<file path="src/hw/tinyrv_pkg.sv">
/*
 tinyrv shared types
 data, address and register index vectors, ALU and branch encodings,
 and the packets passed between fetch, decode, execute and the register file
 */
`default_nettype none

package tinyrv_pkg;

    typedef logic [31:0] word_t;      // register and memory data
    typedef logic [31:0] addr_t;      // byte address
    typedef logic [31:0] inst_t;      // raw instruction
    typedef logic [4:0]  reg_addr_t;  // x0..x31

    typedef enum logic [3:0] {
        ALU_ADD,
        ALU_SUB,
        ALU_AND,
        ALU_OR,
        ALU_XOR,
        ALU_SLL,
        ALU_SRL,
        ALU_SRA,
        ALU_SLT,
        ALU_SLTU,
        ALU_PASSB  // lui
    } alu_op_e;

    typedef enum logic [2:0] {
        BR_NONE,
        BR_EQ,
        BR_NE,
        BR_LT,
        BR_GE,
        BR_JAL,
        BR_JALR
    } br_cond_e;

    typedef enum logic {
        EX_RUN,  // alu, branch or bubble
        EX_MEM   // load/store waiting for ready
    } ex_state_e;

    typedef struct packed {
        logic  valid;
        inst_t inst;
        addr_t pc;
    } fetch_pkt_t;

    // operands already resolved, rs2 kept for compare and store data
    typedef struct packed {
        logic      valid;
        addr_t     pc;
        word_t     op_a;
        word_t     op_b;
        word_t     rs2_data;
        word_t     imm;
        alu_op_e   alu_op;
        br_cond_e  br_cond;
        logic      is_load;
        logic      is_store;
        logic      rd_we;
        reg_addr_t rd;
    } dec_pkt_t;

    typedef struct packed {
        logic      we;
        reg_addr_t waddr;
        word_t     wdata;
    } wb_pkt_t;

    typedef struct packed {
        logic  jump;
        addr_t target;
    } redirect_t;

endpackage

`default_nettype wire

</file>
<file path="src/hw/pc_reg.sv">
/*
 program counter
 steps by four on each accepted fetch, loads the target on a jump
 */
`default_nettype none

module pc_reg #(
    parameter tinyrv_pkg::addr_t ResetPc = 32'h0
) (
    input  wire                   clk_i,
    input  wire                   rst_n_i,
    input  wire                   fetch_done_i,  // instruction captured by if_id
    input  wire tinyrv_pkg::redirect_t redirect_i,
    output tinyrv_pkg::addr_t     pc_o
);

    tinyrv_pkg::addr_t pc_q;

    always_ff @(posedge clk_i) begin
        if (!rst_n_i) begin
            pc_q <= ResetPc;
        end else if (redirect_i.jump) begin
            pc_q <= redirect_i.target;  // jump wins over a completed fetch
        end else if (fetch_done_i) begin
            pc_q <= pc_q + 32'd4;
        end
    end

    assign pc_o = pc_q;

endmodule

`default_nettype wire

</file>
<file path="src/hw/if_id.sv">
/*
 fetch stage
 issues instruction requests, holds the fetched word with its PC for decode
 and throws away responses that a jump has made stale
 */
`default_nettype none

module if_id (
    input  wire                        clk_i,
    input  wire                        rst_n_i,
    input  wire tinyrv_pkg::addr_t     pc_i,
    input  wire                        instr_ready_i,
    input  wire tinyrv_pkg::inst_t     inst_i,
    input  wire                        stall_i,  // execute stage busy
    input  wire tinyrv_pkg::redirect_t redirect_i,
    output logic                       instr_req_o,
    output logic                       fetch_done_o,
    output tinyrv_pkg::fetch_pkt_t     fetch_o
);

    tinyrv_pkg::fetch_pkt_t fetch_q;
    logic pend_q;  // request waiting for ready
    logic drop_q;  // pending response belongs to the old path
    logic take;

    // ask whenever the held packet leaves at the next edge or is empty
    assign instr_req_o = pend_q | !fetch_q.valid | !stall_i;

    assign take = instr_req_o & instr_ready_i & !drop_q & !redirect_i.jump;
    assign fetch_done_o = take;
    assign fetch_o = fetch_q;

    always_ff @(posedge clk_i) begin
        if (!rst_n_i) begin
            pend_q        <= 1'b0;
            drop_q        <= 1'b0;
            fetch_q.valid <= 1'b0;
        end else begin
            pend_q <= instr_req_o & !instr_ready_i;

            if (redirect_i.jump) begin
                drop_q <= instr_req_o & !instr_ready_i;
            end else if (instr_ready_i) begin
                drop_q <= 1'b0;  // stale word has arrived
            end

            if (redirect_i.jump) begin
                fetch_q.valid <= 1'b0;  // flush younger instruction
            end else if (take) begin
                fetch_q.valid <= 1'b1;
                fetch_q.inst  <= inst_i;
                fetch_q.pc    <= pc_i;
            end else if (!stall_i) begin
                fetch_q.valid <= 1'b0;  // consumed by execute
            end
        end
    end

endmodule

`default_nettype wire

</file>
<file path="src/hw/id.sv">
/*
 instruction decoder
 pure combinational: reads both source registers, builds the immediate
 and the operand pair, and turns anything unsupported into a bubble
 */
`default_nettype none

module id (
    input  wire tinyrv_pkg::fetch_pkt_t fetch_i,
    input  wire tinyrv_pkg::word_t      rs1_data_i,
    input  wire tinyrv_pkg::word_t      rs2_data_i,
    input  wire tinyrv_pkg::redirect_t  redirect_i,
    output tinyrv_pkg::reg_addr_t       rs1_addr_o,
    output tinyrv_pkg::reg_addr_t       rs2_addr_o,
    output tinyrv_pkg::dec_pkt_t        dec_o
);

    localparam logic [6:0] OpcOp     = 7'b0110011;
    localparam logic [6:0] OpcOpImm  = 7'b0010011;
    localparam logic [6:0] OpcLui    = 7'b0110111;
    localparam logic [6:0] OpcAuipc  = 7'b0010111;
    localparam logic [6:0] OpcJal    = 7'b1101111;
    localparam logic [6:0] OpcJalr   = 7'b1100111;
    localparam logic [6:0] OpcBranch = 7'b1100011;
    localparam logic [6:0] OpcLoad   = 7'b0000011;
    localparam logic [6:0] OpcStore  = 7'b0100011;

    tinyrv_pkg::inst_t inst;
    logic [6:0] opcode;
    logic [6:0] funct7;
    logic [2:0] funct3;
    tinyrv_pkg::word_t imm_i, imm_s, imm_b, imm_u, imm_j;
    logic legal;

    // funct3 to alu op, alt picks sub/sra
    function automatic tinyrv_pkg::alu_op_e alu_sel(input logic [2:0] f3, input logic alt);
        case (f3)
            3'b000:  alu_sel = alt ? tinyrv_pkg::ALU_SUB : tinyrv_pkg::ALU_ADD;
            3'b001:  alu_sel = tinyrv_pkg::ALU_SLL;
            3'b010:  alu_sel = tinyrv_pkg::ALU_SLT;
            3'b011:  alu_sel = tinyrv_pkg::ALU_SLTU;
            3'b100:  alu_sel = tinyrv_pkg::ALU_XOR;
            3'b101:  alu_sel = alt ? tinyrv_pkg::ALU_SRA : tinyrv_pkg::ALU_SRL;
            3'b110:  alu_sel = tinyrv_pkg::ALU_OR;
            default: alu_sel = tinyrv_pkg::ALU_AND;
        endcase
    endfunction

    assign inst   = fetch_i.inst;
    assign opcode = inst[6:0];
    assign funct3 = inst[14:12];
    assign funct7 = inst[31:25];

    assign rs1_addr_o = inst[19:15];
    assign rs2_addr_o = inst[24:20];

    assign imm_i = {{20{inst[31]}}, inst[31:20]};
    assign imm_s = {{20{inst[31]}}, inst[31:25], inst[11:7]};
    assign imm_b = {{19{inst[31]}}, inst[31], inst[7], inst[30:25], inst[11:8], 1'b0};
    assign imm_u = {inst[31:12], 12'b0};
    assign imm_j = {{11{inst[31]}}, inst[31], inst[19:12], inst[20], inst[30:21], 1'b0};

    always_comb begin
        dec_o          = '0;
        legal          = 1'b1;
        dec_o.pc       = fetch_i.pc;
        dec_o.op_a     = rs1_data_i;
        dec_o.op_b     = rs2_data_i;
        dec_o.rs2_data = rs2_data_i;  // branch compare and store data
        dec_o.imm      = imm_i;
        dec_o.rd       = inst[11:7];
        dec_o.alu_op   = tinyrv_pkg::ALU_ADD;
        dec_o.br_cond  = tinyrv_pkg::BR_NONE;

        case (opcode)
            OpcOp: begin
                legal = (funct7 == 7'b0) |
                        (funct7 == 7'b0100000 & (funct3 == 3'b000 | funct3 == 3'b101));
                dec_o.alu_op = alu_sel(funct3, funct7[5]);
                dec_o.rd_we  = 1'b1;
            end
            OpcOpImm: begin
                // shifts carry funct7 in the immediate field
                legal = (funct3[1:0] != 2'b01) | (funct7 == 7'b0) |
                        (funct3 == 3'b101 & funct7 == 7'b0100000);
                dec_o.alu_op = alu_sel(funct3, funct3 == 3'b101 & funct7[5]);
                dec_o.op_b   = imm_i;
                dec_o.rd_we  = 1'b1;
            end
            OpcLui: begin
                dec_o.alu_op = tinyrv_pkg::ALU_PASSB;
                dec_o.op_b   = imm_u;
                dec_o.rd_we  = 1'b1;
            end
            OpcAuipc: begin
                dec_o.op_a  = fetch_i.pc;
                dec_o.op_b  = imm_u;
                dec_o.rd_we = 1'b1;
            end
            OpcJal: begin
                dec_o.op_a    = fetch_i.pc;
                dec_o.op_b    = imm_j;
                dec_o.imm     = imm_j;
                dec_o.br_cond = tinyrv_pkg::BR_JAL;
                dec_o.rd_we   = 1'b1;
            end
            OpcJalr: begin
                legal         = (funct3 == 3'b000);
                dec_o.op_b    = imm_i;  // rs1 + imm
                dec_o.br_cond = tinyrv_pkg::BR_JALR;
                dec_o.rd_we   = 1'b1;
            end
            OpcBranch: begin
                dec_o.imm    = imm_b;
                dec_o.alu_op = tinyrv_pkg::ALU_SUB;
                case (funct3)
                    3'b000:  dec_o.br_cond = tinyrv_pkg::BR_EQ;
                    3'b001:  dec_o.br_cond = tinyrv_pkg::BR_NE;
                    3'b100:  dec_o.br_cond = tinyrv_pkg::BR_LT;
                    3'b101:  dec_o.br_cond = tinyrv_pkg::BR_GE;
                    default: legal = 1'b0;  // no unsigned branches
                endcase
            end
            OpcLoad: begin
                legal         = (funct3 == 3'b010);  // lw only
                dec_o.op_b    = imm_i;
                dec_o.is_load = 1'b1;
                dec_o.rd_we   = 1'b1;
            end
            OpcStore: begin
                legal          = (funct3 == 3'b010);  // sw only
                dec_o.op_b     = imm_s;
                dec_o.imm      = imm_s;
                dec_o.is_store = 1'b1;
            end
            default: legal = 1'b0;
        endcase

        // bubble on flush or unknown encoding
        dec_o.valid = fetch_i.valid & legal & !redirect_i.jump;
    end

endmodule

`default_nettype wire

</file>
<file path="src/hw/regs.sv">
/*
 integer register file
 x1..x31 with two read ports, x0 hardwired to zero,
 a write in flight is forwarded to a read of the same register
 */
`default_nettype none

module regs (
    input  wire                        clk_i,
    input  wire                        rst_n_i,
    input  wire tinyrv_pkg::wb_pkt_t   wb_i,
    input  wire tinyrv_pkg::reg_addr_t raddr1_i,
    input  wire tinyrv_pkg::reg_addr_t raddr2_i,
    output tinyrv_pkg::word_t          rdata1_o,
    output tinyrv_pkg::word_t          rdata2_o
);

    tinyrv_pkg::word_t regs_q [31:1];

    // one read port: zero, bypass, or stored value
    function automatic tinyrv_pkg::word_t rd_port(input tinyrv_pkg::reg_addr_t addr);
        if (addr == '0) begin
            rd_port = '0;
        end else if (wb_i.we && wb_i.waddr == addr) begin
            rd_port = wb_i.wdata;
        end else begin
            rd_port = regs_q[addr];
        end
    endfunction

    always_ff @(posedge clk_i) begin
        if (!rst_n_i) begin
            for (int i = 1; i < 32; i++) begin
                regs_q[i] <= '0;
            end
        end else if (wb_i.we && wb_i.waddr != '0) begin  // x0 writes dropped
            regs_q[wb_i.waddr] <= wb_i.wdata;
        end
    end

    always_comb begin
        rdata1_o = rd_port(raddr1_i);
        rdata2_o = rd_port(raddr2_i);
    end

endmodule

`default_nettype wire

</file>
<file path="src/hw/ex.sv">
/*
 execute stage
 input register, ALU, branch resolution and writeback,
 loads and stores wait in EX_MEM until the data port answers
 */
`default_nettype none

module ex (
    input  wire                        clk_i,
    input  wire                        rst_n_i,
    input  wire tinyrv_pkg::dec_pkt_t  dec_i,
    input  wire tinyrv_pkg::word_t     mem_rdata_i,
    input  wire                        mem_ready_i,
    output logic                       busy_o,
    output tinyrv_pkg::redirect_t      redirect_o,
    output tinyrv_pkg::wb_pkt_t        wb_o,
    output logic                       mem_req_o,
    output logic                       mem_we_o,
    output tinyrv_pkg::addr_t          mem_addr_o,
    output tinyrv_pkg::word_t          mem_wdata_o
);

    tinyrv_pkg::ex_state_e state_q;
    tinyrv_pkg::dec_pkt_t  ex_q;
    tinyrv_pkg::word_t     alu_res;
    tinyrv_pkg::word_t     link;
    logic [4:0] shamt;
    logic in_mem;
    logic taken;
    logic is_jump;

    assign in_mem = (state_q == tinyrv_pkg::EX_MEM);
    assign busy_o = in_mem & !mem_ready_i;  // free again in the ready cycle

    always_ff @(posedge clk_i) begin
        if (!rst_n_i) begin
            state_q    <= tinyrv_pkg::EX_RUN;
            ex_q.valid <= 1'b0;
        end else if (!busy_o) begin
            ex_q <= dec_i;
            if (dec_i.valid && (dec_i.is_load || dec_i.is_store)) begin
                state_q <= tinyrv_pkg::EX_MEM;
            end else begin
                state_q <= tinyrv_pkg::EX_RUN;
            end
        end
    end

    assign shamt = ex_q.op_b[4:0];

    always_comb begin
        case (ex_q.alu_op)
            tinyrv_pkg::ALU_SUB:   alu_res = ex_q.op_a - ex_q.op_b;
            tinyrv_pkg::ALU_AND:   alu_res = ex_q.op_a & ex_q.op_b;
            tinyrv_pkg::ALU_OR:    alu_res = ex_q.op_a | ex_q.op_b;
            tinyrv_pkg::ALU_XOR:   alu_res = ex_q.op_a ^ ex_q.op_b;
            tinyrv_pkg::ALU_SLL:   alu_res = ex_q.op_a << shamt;
            tinyrv_pkg::ALU_SRL:   alu_res = ex_q.op_a >> shamt;
            tinyrv_pkg::ALU_SRA:   alu_res = $signed(ex_q.op_a) >>> shamt;
            tinyrv_pkg::ALU_SLT:   alu_res = {31'b0, $signed(ex_q.op_a) < $signed(ex_q.op_b)};
            tinyrv_pkg::ALU_SLTU:  alu_res = {31'b0, ex_q.op_a < ex_q.op_b};
            tinyrv_pkg::ALU_PASSB: alu_res = ex_q.op_b;
            default:               alu_res = ex_q.op_a + ex_q.op_b;  // also mem address
        endcase
    end

    // compare rs1 (op_a) against rs2
    always_comb begin
        case (ex_q.br_cond)
            tinyrv_pkg::BR_EQ:   taken = (ex_q.op_a == ex_q.rs2_data);
            tinyrv_pkg::BR_NE:   taken = (ex_q.op_a != ex_q.rs2_data);
            tinyrv_pkg::BR_LT:   taken = $signed(ex_q.op_a) < $signed(ex_q.rs2_data);
            tinyrv_pkg::BR_GE:   taken = $signed(ex_q.op_a) >= $signed(ex_q.rs2_data);
            tinyrv_pkg::BR_JAL,
            tinyrv_pkg::BR_JALR: taken = 1'b1;
            default:             taken = 1'b0;
        endcase
    end

    assign is_jump = (ex_q.br_cond == tinyrv_pkg::BR_JAL) |
                     (ex_q.br_cond == tinyrv_pkg::BR_JALR);
    assign link = ex_q.pc + 32'd4;

    assign redirect_o.jump   = ex_q.valid & taken;
    assign redirect_o.target = (ex_q.br_cond == tinyrv_pkg::BR_JALR) ?
                               {alu_res[31:1], 1'b0} : ex_q.pc + ex_q.imm;

    // loads write in the ready cycle, everything else right away
    assign wb_o.we    = ex_q.valid & ex_q.rd_we & (!ex_q.is_load | (in_mem & mem_ready_i));
    assign wb_o.waddr = ex_q.rd;
    assign wb_o.wdata = ex_q.is_load ? mem_rdata_i : (is_jump ? link : alu_res);

    // held stable by the input register while busy
    assign mem_req_o   = in_mem;
    assign mem_we_o    = ex_q.is_store;
    assign mem_addr_o  = alu_res;
    assign mem_wdata_o = ex_q.rs2_data;

endmodule

`default_nettype wire

</file>
<file path="src/hw/tinyrv_core.sv">
/*
 tinyrv core top
 RV32I subset pipeline: pc, fetch, decode, execute and register file
 joined to an instruction port and a data port
 */
`default_nettype none

module tinyrv_core #(
    parameter tinyrv_pkg::addr_t ResetPc = 32'h0
) (
    input  wire                    clk_i,
    input  wire                    rst_n_i,

    output logic                   rib_pc_req_o,   // instruction fetch
    output tinyrv_pkg::addr_t      rib_pc_addr_o,
    input  wire tinyrv_pkg::inst_t rib_pc_data_i,
    input  wire                    rib_pc_ready_i,

    output logic                   rib_ex_req_o,   // load/store
    output logic                   rib_ex_we_o,
    output tinyrv_pkg::addr_t      rib_ex_addr_o,
    output tinyrv_pkg::word_t      rib_ex_data_o,
    input  wire tinyrv_pkg::word_t rib_ex_data_i,
    input  wire                    rib_ex_ready_i
);

    tinyrv_pkg::fetch_pkt_t fetch;
    tinyrv_pkg::dec_pkt_t   dec;
    tinyrv_pkg::wb_pkt_t    wb;
    tinyrv_pkg::redirect_t  redirect;  // from execute to pc and fetch
    tinyrv_pkg::reg_addr_t  rs1_addr, rs2_addr;
    tinyrv_pkg::word_t      rs1_data, rs2_data;
    logic fetch_done;
    logic ex_busy;

    pc_reg #(
        .ResetPc(ResetPc)
    ) u_pc_reg (
        .clk_i,
        .rst_n_i,
        .fetch_done_i(fetch_done),
        .redirect_i  (redirect),
        .pc_o        (rib_pc_addr_o)
    );

    if_id u_if_id (
        .clk_i,
        .rst_n_i,
        .pc_i         (rib_pc_addr_o),
        .instr_ready_i(rib_pc_ready_i),
        .inst_i       (rib_pc_data_i),
        .stall_i      (ex_busy),
        .redirect_i   (redirect),
        .instr_req_o  (rib_pc_req_o),
        .fetch_done_o (fetch_done),
        .fetch_o      (fetch)
    );

    id u_id (
        .fetch_i   (fetch),
        .rs1_data_i(rs1_data),
        .rs2_data_i(rs2_data),
        .redirect_i(redirect),
        .rs1_addr_o(rs1_addr),
        .rs2_addr_o(rs2_addr),
        .dec_o     (dec)
    );

    regs u_regs (
        .clk_i,
        .rst_n_i,
        .wb_i    (wb),
        .raddr1_i(rs1_addr),
        .raddr2_i(rs2_addr),
        .rdata1_o(rs1_data),
        .rdata2_o(rs2_data)
    );

    ex u_ex (
        .clk_i,
        .rst_n_i,
        .dec_i      (dec),
        .mem_rdata_i(rib_ex_data_i),
        .mem_ready_i(rib_ex_ready_i),
        .busy_o     (ex_busy),
        .redirect_o (redirect),
        .wb_o       (wb),
        .mem_req_o  (rib_ex_req_o),
        .mem_we_o   (rib_ex_we_o),
        .mem_addr_o (rib_ex_addr_o),
        .mem_wdata_o(rib_ex_data_o)
    );

endmodule

`default_nettype wire

</file>
<file path="config.mk">
export PLATFORM = sky130hd
export DESIGN_NAME = tinyrv_core
export DESIGN_NICKNAME = d
export VERILOG_FILES = /design/src/hw/tinyrv_pkg.sv /design/src/hw/pc_reg.sv /design/src/hw/if_id.sv /design/src/hw/id.sv /design/src/hw/regs.sv /design/src/hw/ex.sv /design/src/hw/tinyrv_core.sv
export SDC_FILE = /design/constraint.sdc
export NUM_CORES = 2
export LEC_CHECK = 0
export BUFFER_PORTS_ARGS = -buffer_cell sky130_fd_sc_hd__buf_4
export CAP_MARGIN = 15
export CORE_ASPECT_RATIO = 1.5
export CORE_MARGIN = 8
export CORE_UTILIZATION = 64
export DETAILED_ROUTE_END_ITERATION = 8
export HOLD_SLACK_MARGIN = 0.02
export PLACE_DENSITY = 0.79
export SLEW_MARGIN = 0
export SYNTH_ARGS = -nofsm -noshare
export SYNTH_HDL_FRONTEND = slang
export SYNTH_SLANG_ARGS = --single-unit
export TNS_END_PERCENT = 30
</file>
<file path="constraint.sdc">
create_clock -name clk_i -period 11.7 [get_ports clk_i]
set_clock_uncertainty 0.1 [all_clocks]
set_input_delay 1.755 -clock clk_i [delete_from_list [all_inputs] [get_ports clk_i]]
set_output_delay 1.755 -clock clk_i [all_outputs]
set_load 0.05 [all_outputs]
</file>
After elaboration in Yosys (flattened, before gate mapping)
Memory sizes are Yosys's and may differ from the RTL's. A register that Yosys moved wholly into a read port is not among the register bits.
Index checks and enable logic that the tools add are counted.
{"block": "totals", "regBits": 265, "ram_bits": 992, "inputBits": 68, "out_inout_bits": 99, "memories": 1}
{"name": "u_regs.regs_q", "depth": 31, "width": 32, "read_ports": 2, "rd_clocked_by_memory_dff": 2, "wr": 31, "line_no": "regs.sv:18", "text": "tinyrv_pkg::word_t regs_q [31:1];"}
{"block": "classes", "n_addsub": 5, "order_cmp": 4, "n_eq_ne": 38, "shifts": 3, "n_mux": 42, "bitwise_logic": 28, "n_reduce_logical": 31}
{"operator": "2-to-1 mux 32 bit", "n": 11}
{"operator": "case mux 32 bit (10 select lines)", "n": 1}
{"operator": "case mux 32 bit (4 select lines)", "n": 1}
{"operator": "< comparator 32 bit", "n": 3}
{"operator": "adder 32 x 3 -> 32 bit (second input constant)", "n": 2}
{"operator": "adder 32 bit", "n": 2}
{"operator": "case mux 20 bit (3 select lines)", "n": 1}
{"operator": "case mux 4 bit (7 select lines)", "n": 2}
{"operator": "bitwise AND 32 bit", "n": 1}
{"operator": "equality test 32 bit", "n": 1}
{"operator": "greater-or-equal comparator 32 bit", "n": 1}
{"operator": "!= test 32 bit", "n": 1}
{"operator": "bitwise OR 32 bit", "n": 1}
{"operator": "OR reduction 32 bit", "n": 1}
{"operator": "left shift 32 x 5 -> 32 bit", "n": 1}
{"operator": "right shift 32 x 5 -> 32 bit", "n": 1}
{"operator": ">>> shifter 32 x 5 -> 32 bit", "n": 1}
{"operator": "subtractor 32 bit", "n": 1}
{"operator": "XOR 32 bit", "n": 1}
{"operator": "equality test 7 x 6 -> 1 bit (second input constant)", "n": 4}
{"operator": "equality test 7 bit (second input constant)", "n": 3}
{"operator": "equality test 3 bit (second input constant)", "n": 6}
{"operator": "2-to-1 mux 1 bit", "n": 18}
{"operator": "equality test 4 x 3 -> 1 bit (second input constant)", "n": 4}
{"operator": "33 further kinds", "n": 82}

Logic depth before layout (Yosys ltp)
{"block": "depth", "depth_word": 9, "ltp_mapped": 19}

Cells and area by module
Synthesis repeated with hierarchy kept, for this count alone.
{"block": "unflattened", "hier_cells": 6505, "area_unflattened_um2": 79565.1}
{"mod": "regs", "n_inst": 1, "cells_each": 3742, "area_per_inst_um2": 54681.2}
{"mod": "ex", "n_inst": 1, "cells_each": 2163, "area_per_inst_um2": 18783.0}
{"mod": "id", "n_inst": 1, "cells_each": 288, "area_per_inst_um2": 2175.8}
{"mod": "if_id", "n_inst": 1, "cells_each": 79, "area_per_inst_um2": 2060.7}
{"mod": "pc_reg", "n_inst": 1, "cells_each": 233, "area_per_inst_um2": 1864.3}

Worst setup path after synthesis
Ideal clock, no wire load.
{"block": "synth_timing", "path_type": "input-to-reg", "from": "in rst_n_i", "to": "reg u_ex.ex_q[100] (netlist name) (enable)", "setup_time_ps": 690, "t_arrival_ps": 8844, "t_required_ps": 10910, "setup_slack_ps": 2066, "path_stages": 3, "n_path_buf": 1, "path_cell_list": "inv_1 > clkbuf_1 > nor2_1"}
{"block": "synth_via", "elab_chain_cells": 1}
{"element": "from (decl)", "line_no": "tinyrv_core.sv:12", "text": "input wire rst_n_i,"}
{"element": "AND reduction 2 bit (no source line)"}
{"element": "to (signal assigned)", "line_no": "ex.sv:40", "text": "ex_q <= dec_i;"}
{"element": "to (decl)", "line_no": "ex.sv:24", "text": "tinyrv_pkg::dec_pkt_t ex_q;"}
No other way between the ends.
A chain may end at the register's enable or synchronous reset.

Final worst setup path
{"block": "layout_timing", "from": "reg u_ex.ex_q[81] (netlist name)", "to": "out rib_ex_addr_o[26]"}
{"block": "layout_via", "elab_chain_cells": 2, "word_cells_on_any_way": 6, "cone_classes": "2 x add/sub; 3 x shift; 1 x mux"}
{"element": "adder 32 bit, or another cell as far along", "line_no": "ex.sv:63", "text": "default: alu_res = ex_q.op_a + ex_q.op_b;"}
{"element": "case mux 32 bit (10 select lines) *", "line_no": "ex.sv:52", "text": "case (ex_q.alu_op)"}
{"element": "to (decl)", "line_no": "tinyrv_core.sv:21", "text": "output tinyrv_pkg::addr_t rib_ex_addr_o,"}
Mark *: on every way between the ends. The rest lies on a longest branch, timed or not.

==> run metrics <==
Clock transition at path regs=0.07 ns; initial core utilization=64.29%; HPWL Detailed=213900 µm; setup_tns=0 ns; crit start category=register; 1st-iter DRT viols=11090; largest net degree at the start of global routing=133; drt drc=2; post-synthesis cell count=6052; Yosys cell types=109; syn avg cell area=12.75 µm²; Area Overhead vs Synth=8.740%; Required @ worst endpoint=9.85 ns; Final GP Congestion=1.093; Fmax=0.1246 GHz; hold_buf cts=0; vias in the first global route=62220; CP Capture Type=output port; Leakage=30.91 nW; GRT Residual Overflow=0; initial antenna violation count=32; drt total wl=341600 µm; outcome=complete, but fails checks; Top Ports=167; crit path DAT=6.17 ns; FP Rows=156; Setup Viol. Count Final=0; Max Root-Sink Buffers=3; unrepaired setup endpoints after global routing=no; Die Span Y=441.3 µm; Slew headroom=-0.6933%; Synth top cells by count=1252 x edfxtp_1, 1193 x nor2_1, 716 x mux4_2; count leader, synth=edfxtp_1; final hold viol count=0; Final Max Slew Viols=1; largest area contributor in the netlist=edfxtp_1; CTS Buf Count=115; minimum clock period after layout=8.027 ns; die width=299.5 µm; WL/cell=44.59 µm; Final Cell Area=0.08392 mm²; Vias=62680; worst min path class=register to register; H-tree depth=3; overall routing resource usage=51.08%; worst skew pair latency=0.80 ns; crit path kind=register to output port; synthesized area=0.07717 mm²; CTS tree=done; flop-to-flop setup slack=5.28 ns; clock sinks=1299; flops & latches, synth=1299; period utilization=68.61%; Core ar.=0.1200 mm²; Yosys top cell area share=48.72%; number of buffers added on ports=166; Seq/Total Area, Yosys=49.94%; Post-synth ARST share=0%; Root Driver=clkbuf_16; peak fanout along the critical path=44; Antenna Nets Post-Route=0; Synth Flop Type=edfxtp_1; Yosys warning count=0; post-CTS sizing=0; die area=0.1322 mm²; Post-CTS Setup Bufs=0; worst vdd ir=0.1797 mV; first-pass GRT wire length=470000 µm; share of cells above drive strength 1=23.92%; slew at the pin closest to its max-slew limit=1.510 ns; fin nets=6201; Synth area leaders=edfxtp_1 49%, mux4_2 21%, nor2_1 5.8%; violated checks=DRC, slew limit; DRT Pass-1 Iters=9; Pwr Density=155.3 mW/mm²; Post-synth EDFFs=1252; via density per instance=8.182; Placed Area=0.07988 mm²; max_cap viols=0
==> state kept, by name, indices dropped and copies added (netlist names), named ones only <==
name              count
u_pc_reg.pc_o        32
u_ex.ex_q           127
u_if_id.fetch_o      65
u_ex.mem_wdata_o     32
u_if_id.drop_q        1
u_regs.regs_q      1024
u_ex.mem_req_o        1
u_ex.wb_o             5
u_ex.mem_we_o         1
u_if_id.pend_q        1
==> cells by family after synthesis <==
logic type / synth area share [%]
multiplexers: 23.01
other: 0.004859
AO/OA/AOI/OAI: 8.252
AND/OR/NAND/NOR: 10.69
adder cells (fa/ha/maj): 2.704
XOR/XNOR: 1.124
buffers and inverters: 4.283
flip-flops: 49.94
==> placed cells by master, fill, tap and decap left out, drive strengths merged, types with 34 or more instances in the layout <==
cell    netlist  layout
a21oi       205     205
mux4        717     717
clkinv        2      47
o221ai       35      35
inv         197     201
ha          162     162
clkbuf      375     135
nor2       1193    1193
xor2         48      48
and2         34      34
o21ai       171     171
nand2       299     299
nand3        64      64
a21o         67      67
buf         212     354
mux2         50      50
xnor2        51      51
a211oi       63      63
edfxtp     1252    1252
nor3         66      66
nand4        35      35
nor2b        55      55
dfxtp        47      47
mux2i       104     104
==> where the power goes <==
part | total, mW | internal (mW) | switching (mW)
sequential | 5.61 | 5.32 | 0.287
combinational | 3.34 | 1.13 | 2.21
clock | 4.09 | 2.25 | 1.84
total | 13.0 | 8.71 | 4.33
==> critical path: stages, from the launching register on <==
cell	delay, ns
edfxtp_1	0.37
buf_4	0.26
inv_2	0.07
buf_4	0.49
ha_1	0.43
o21bai_1	0.17
a2111oi_0	0.68
o211ai_1	0.37
a21oi_2	0.53
o211ai_1	0.32
a311oi_1	0.40
mux2i_1	0.13
a211oi_1	0.78
buf_4	0.34
==> per-layer routing <==
metal | up-vias | track usage (%) | share of wire (%)
li1 | 22960 | - | -
met1 | 29830 | 53.33 | 27
met2 | 7336 | 77.73 | 44
met3 | 2539 | 19.82 | 15
met4 | 16 | 50.33 | 13
met5 | - | 0.1098 | 0.030
==> stage by stage <==
stage | hold WS [ns] | util (%) | std cells | total power [mW] | setup WS (ns)
after floorplan | 0.3262 | - | 6083 | 7.604 | 2.066
after global placement | 0.3801 | 66.54 | 7427 | 8.769 | 4.658
after detailed placement | 0.3591 | 66.54 | 7427 | 8.815 | 4.580
after CTS | 0.4052 | 69.82 | 7637 | 12.81 | 3.765
after global routing | 0.4204 | 69.87 | 7643 | 13.18 | 3.437
final | 0.4066 | 69.91 | 7661 | 13.04 | 3.673
==> final cells by class <==
cell class,instances,area (µm²)
sequential,1299,38570
fill,7633,36120
multi-input combinational,3998,35890
clock buffer,134,2992
timing repair buffer,355,2748
tap,1580,1977
clock inverter,76,942.2
inverter,199,747.0
antenna,20,50.05
==> path summary, 6_finish.rpt <==
check,cells after the start,end,startpoint
setup / recovery,13,rib_ex_addr_o[26],u_ex.ex_q[81]$_DFFE_PP_
hold / removal,0,u_if_id.fetch_o[31]$_DFFE_PN_,u_pc_reg.pc_o[31]$_SDFFE_PN0P_
setup reg to reg,15,u_ex.ex_q[111]$_DFFE_PP_,u_ex.ex_q[81]$_DFFE_PP_
hold reg to reg,0,u_if_id.fetch_o[31]$_DFFE_PN_,u_pc_reg.pc_o[31]$_SDFFE_PN0P_
Power figures use the tool's default switching activity.
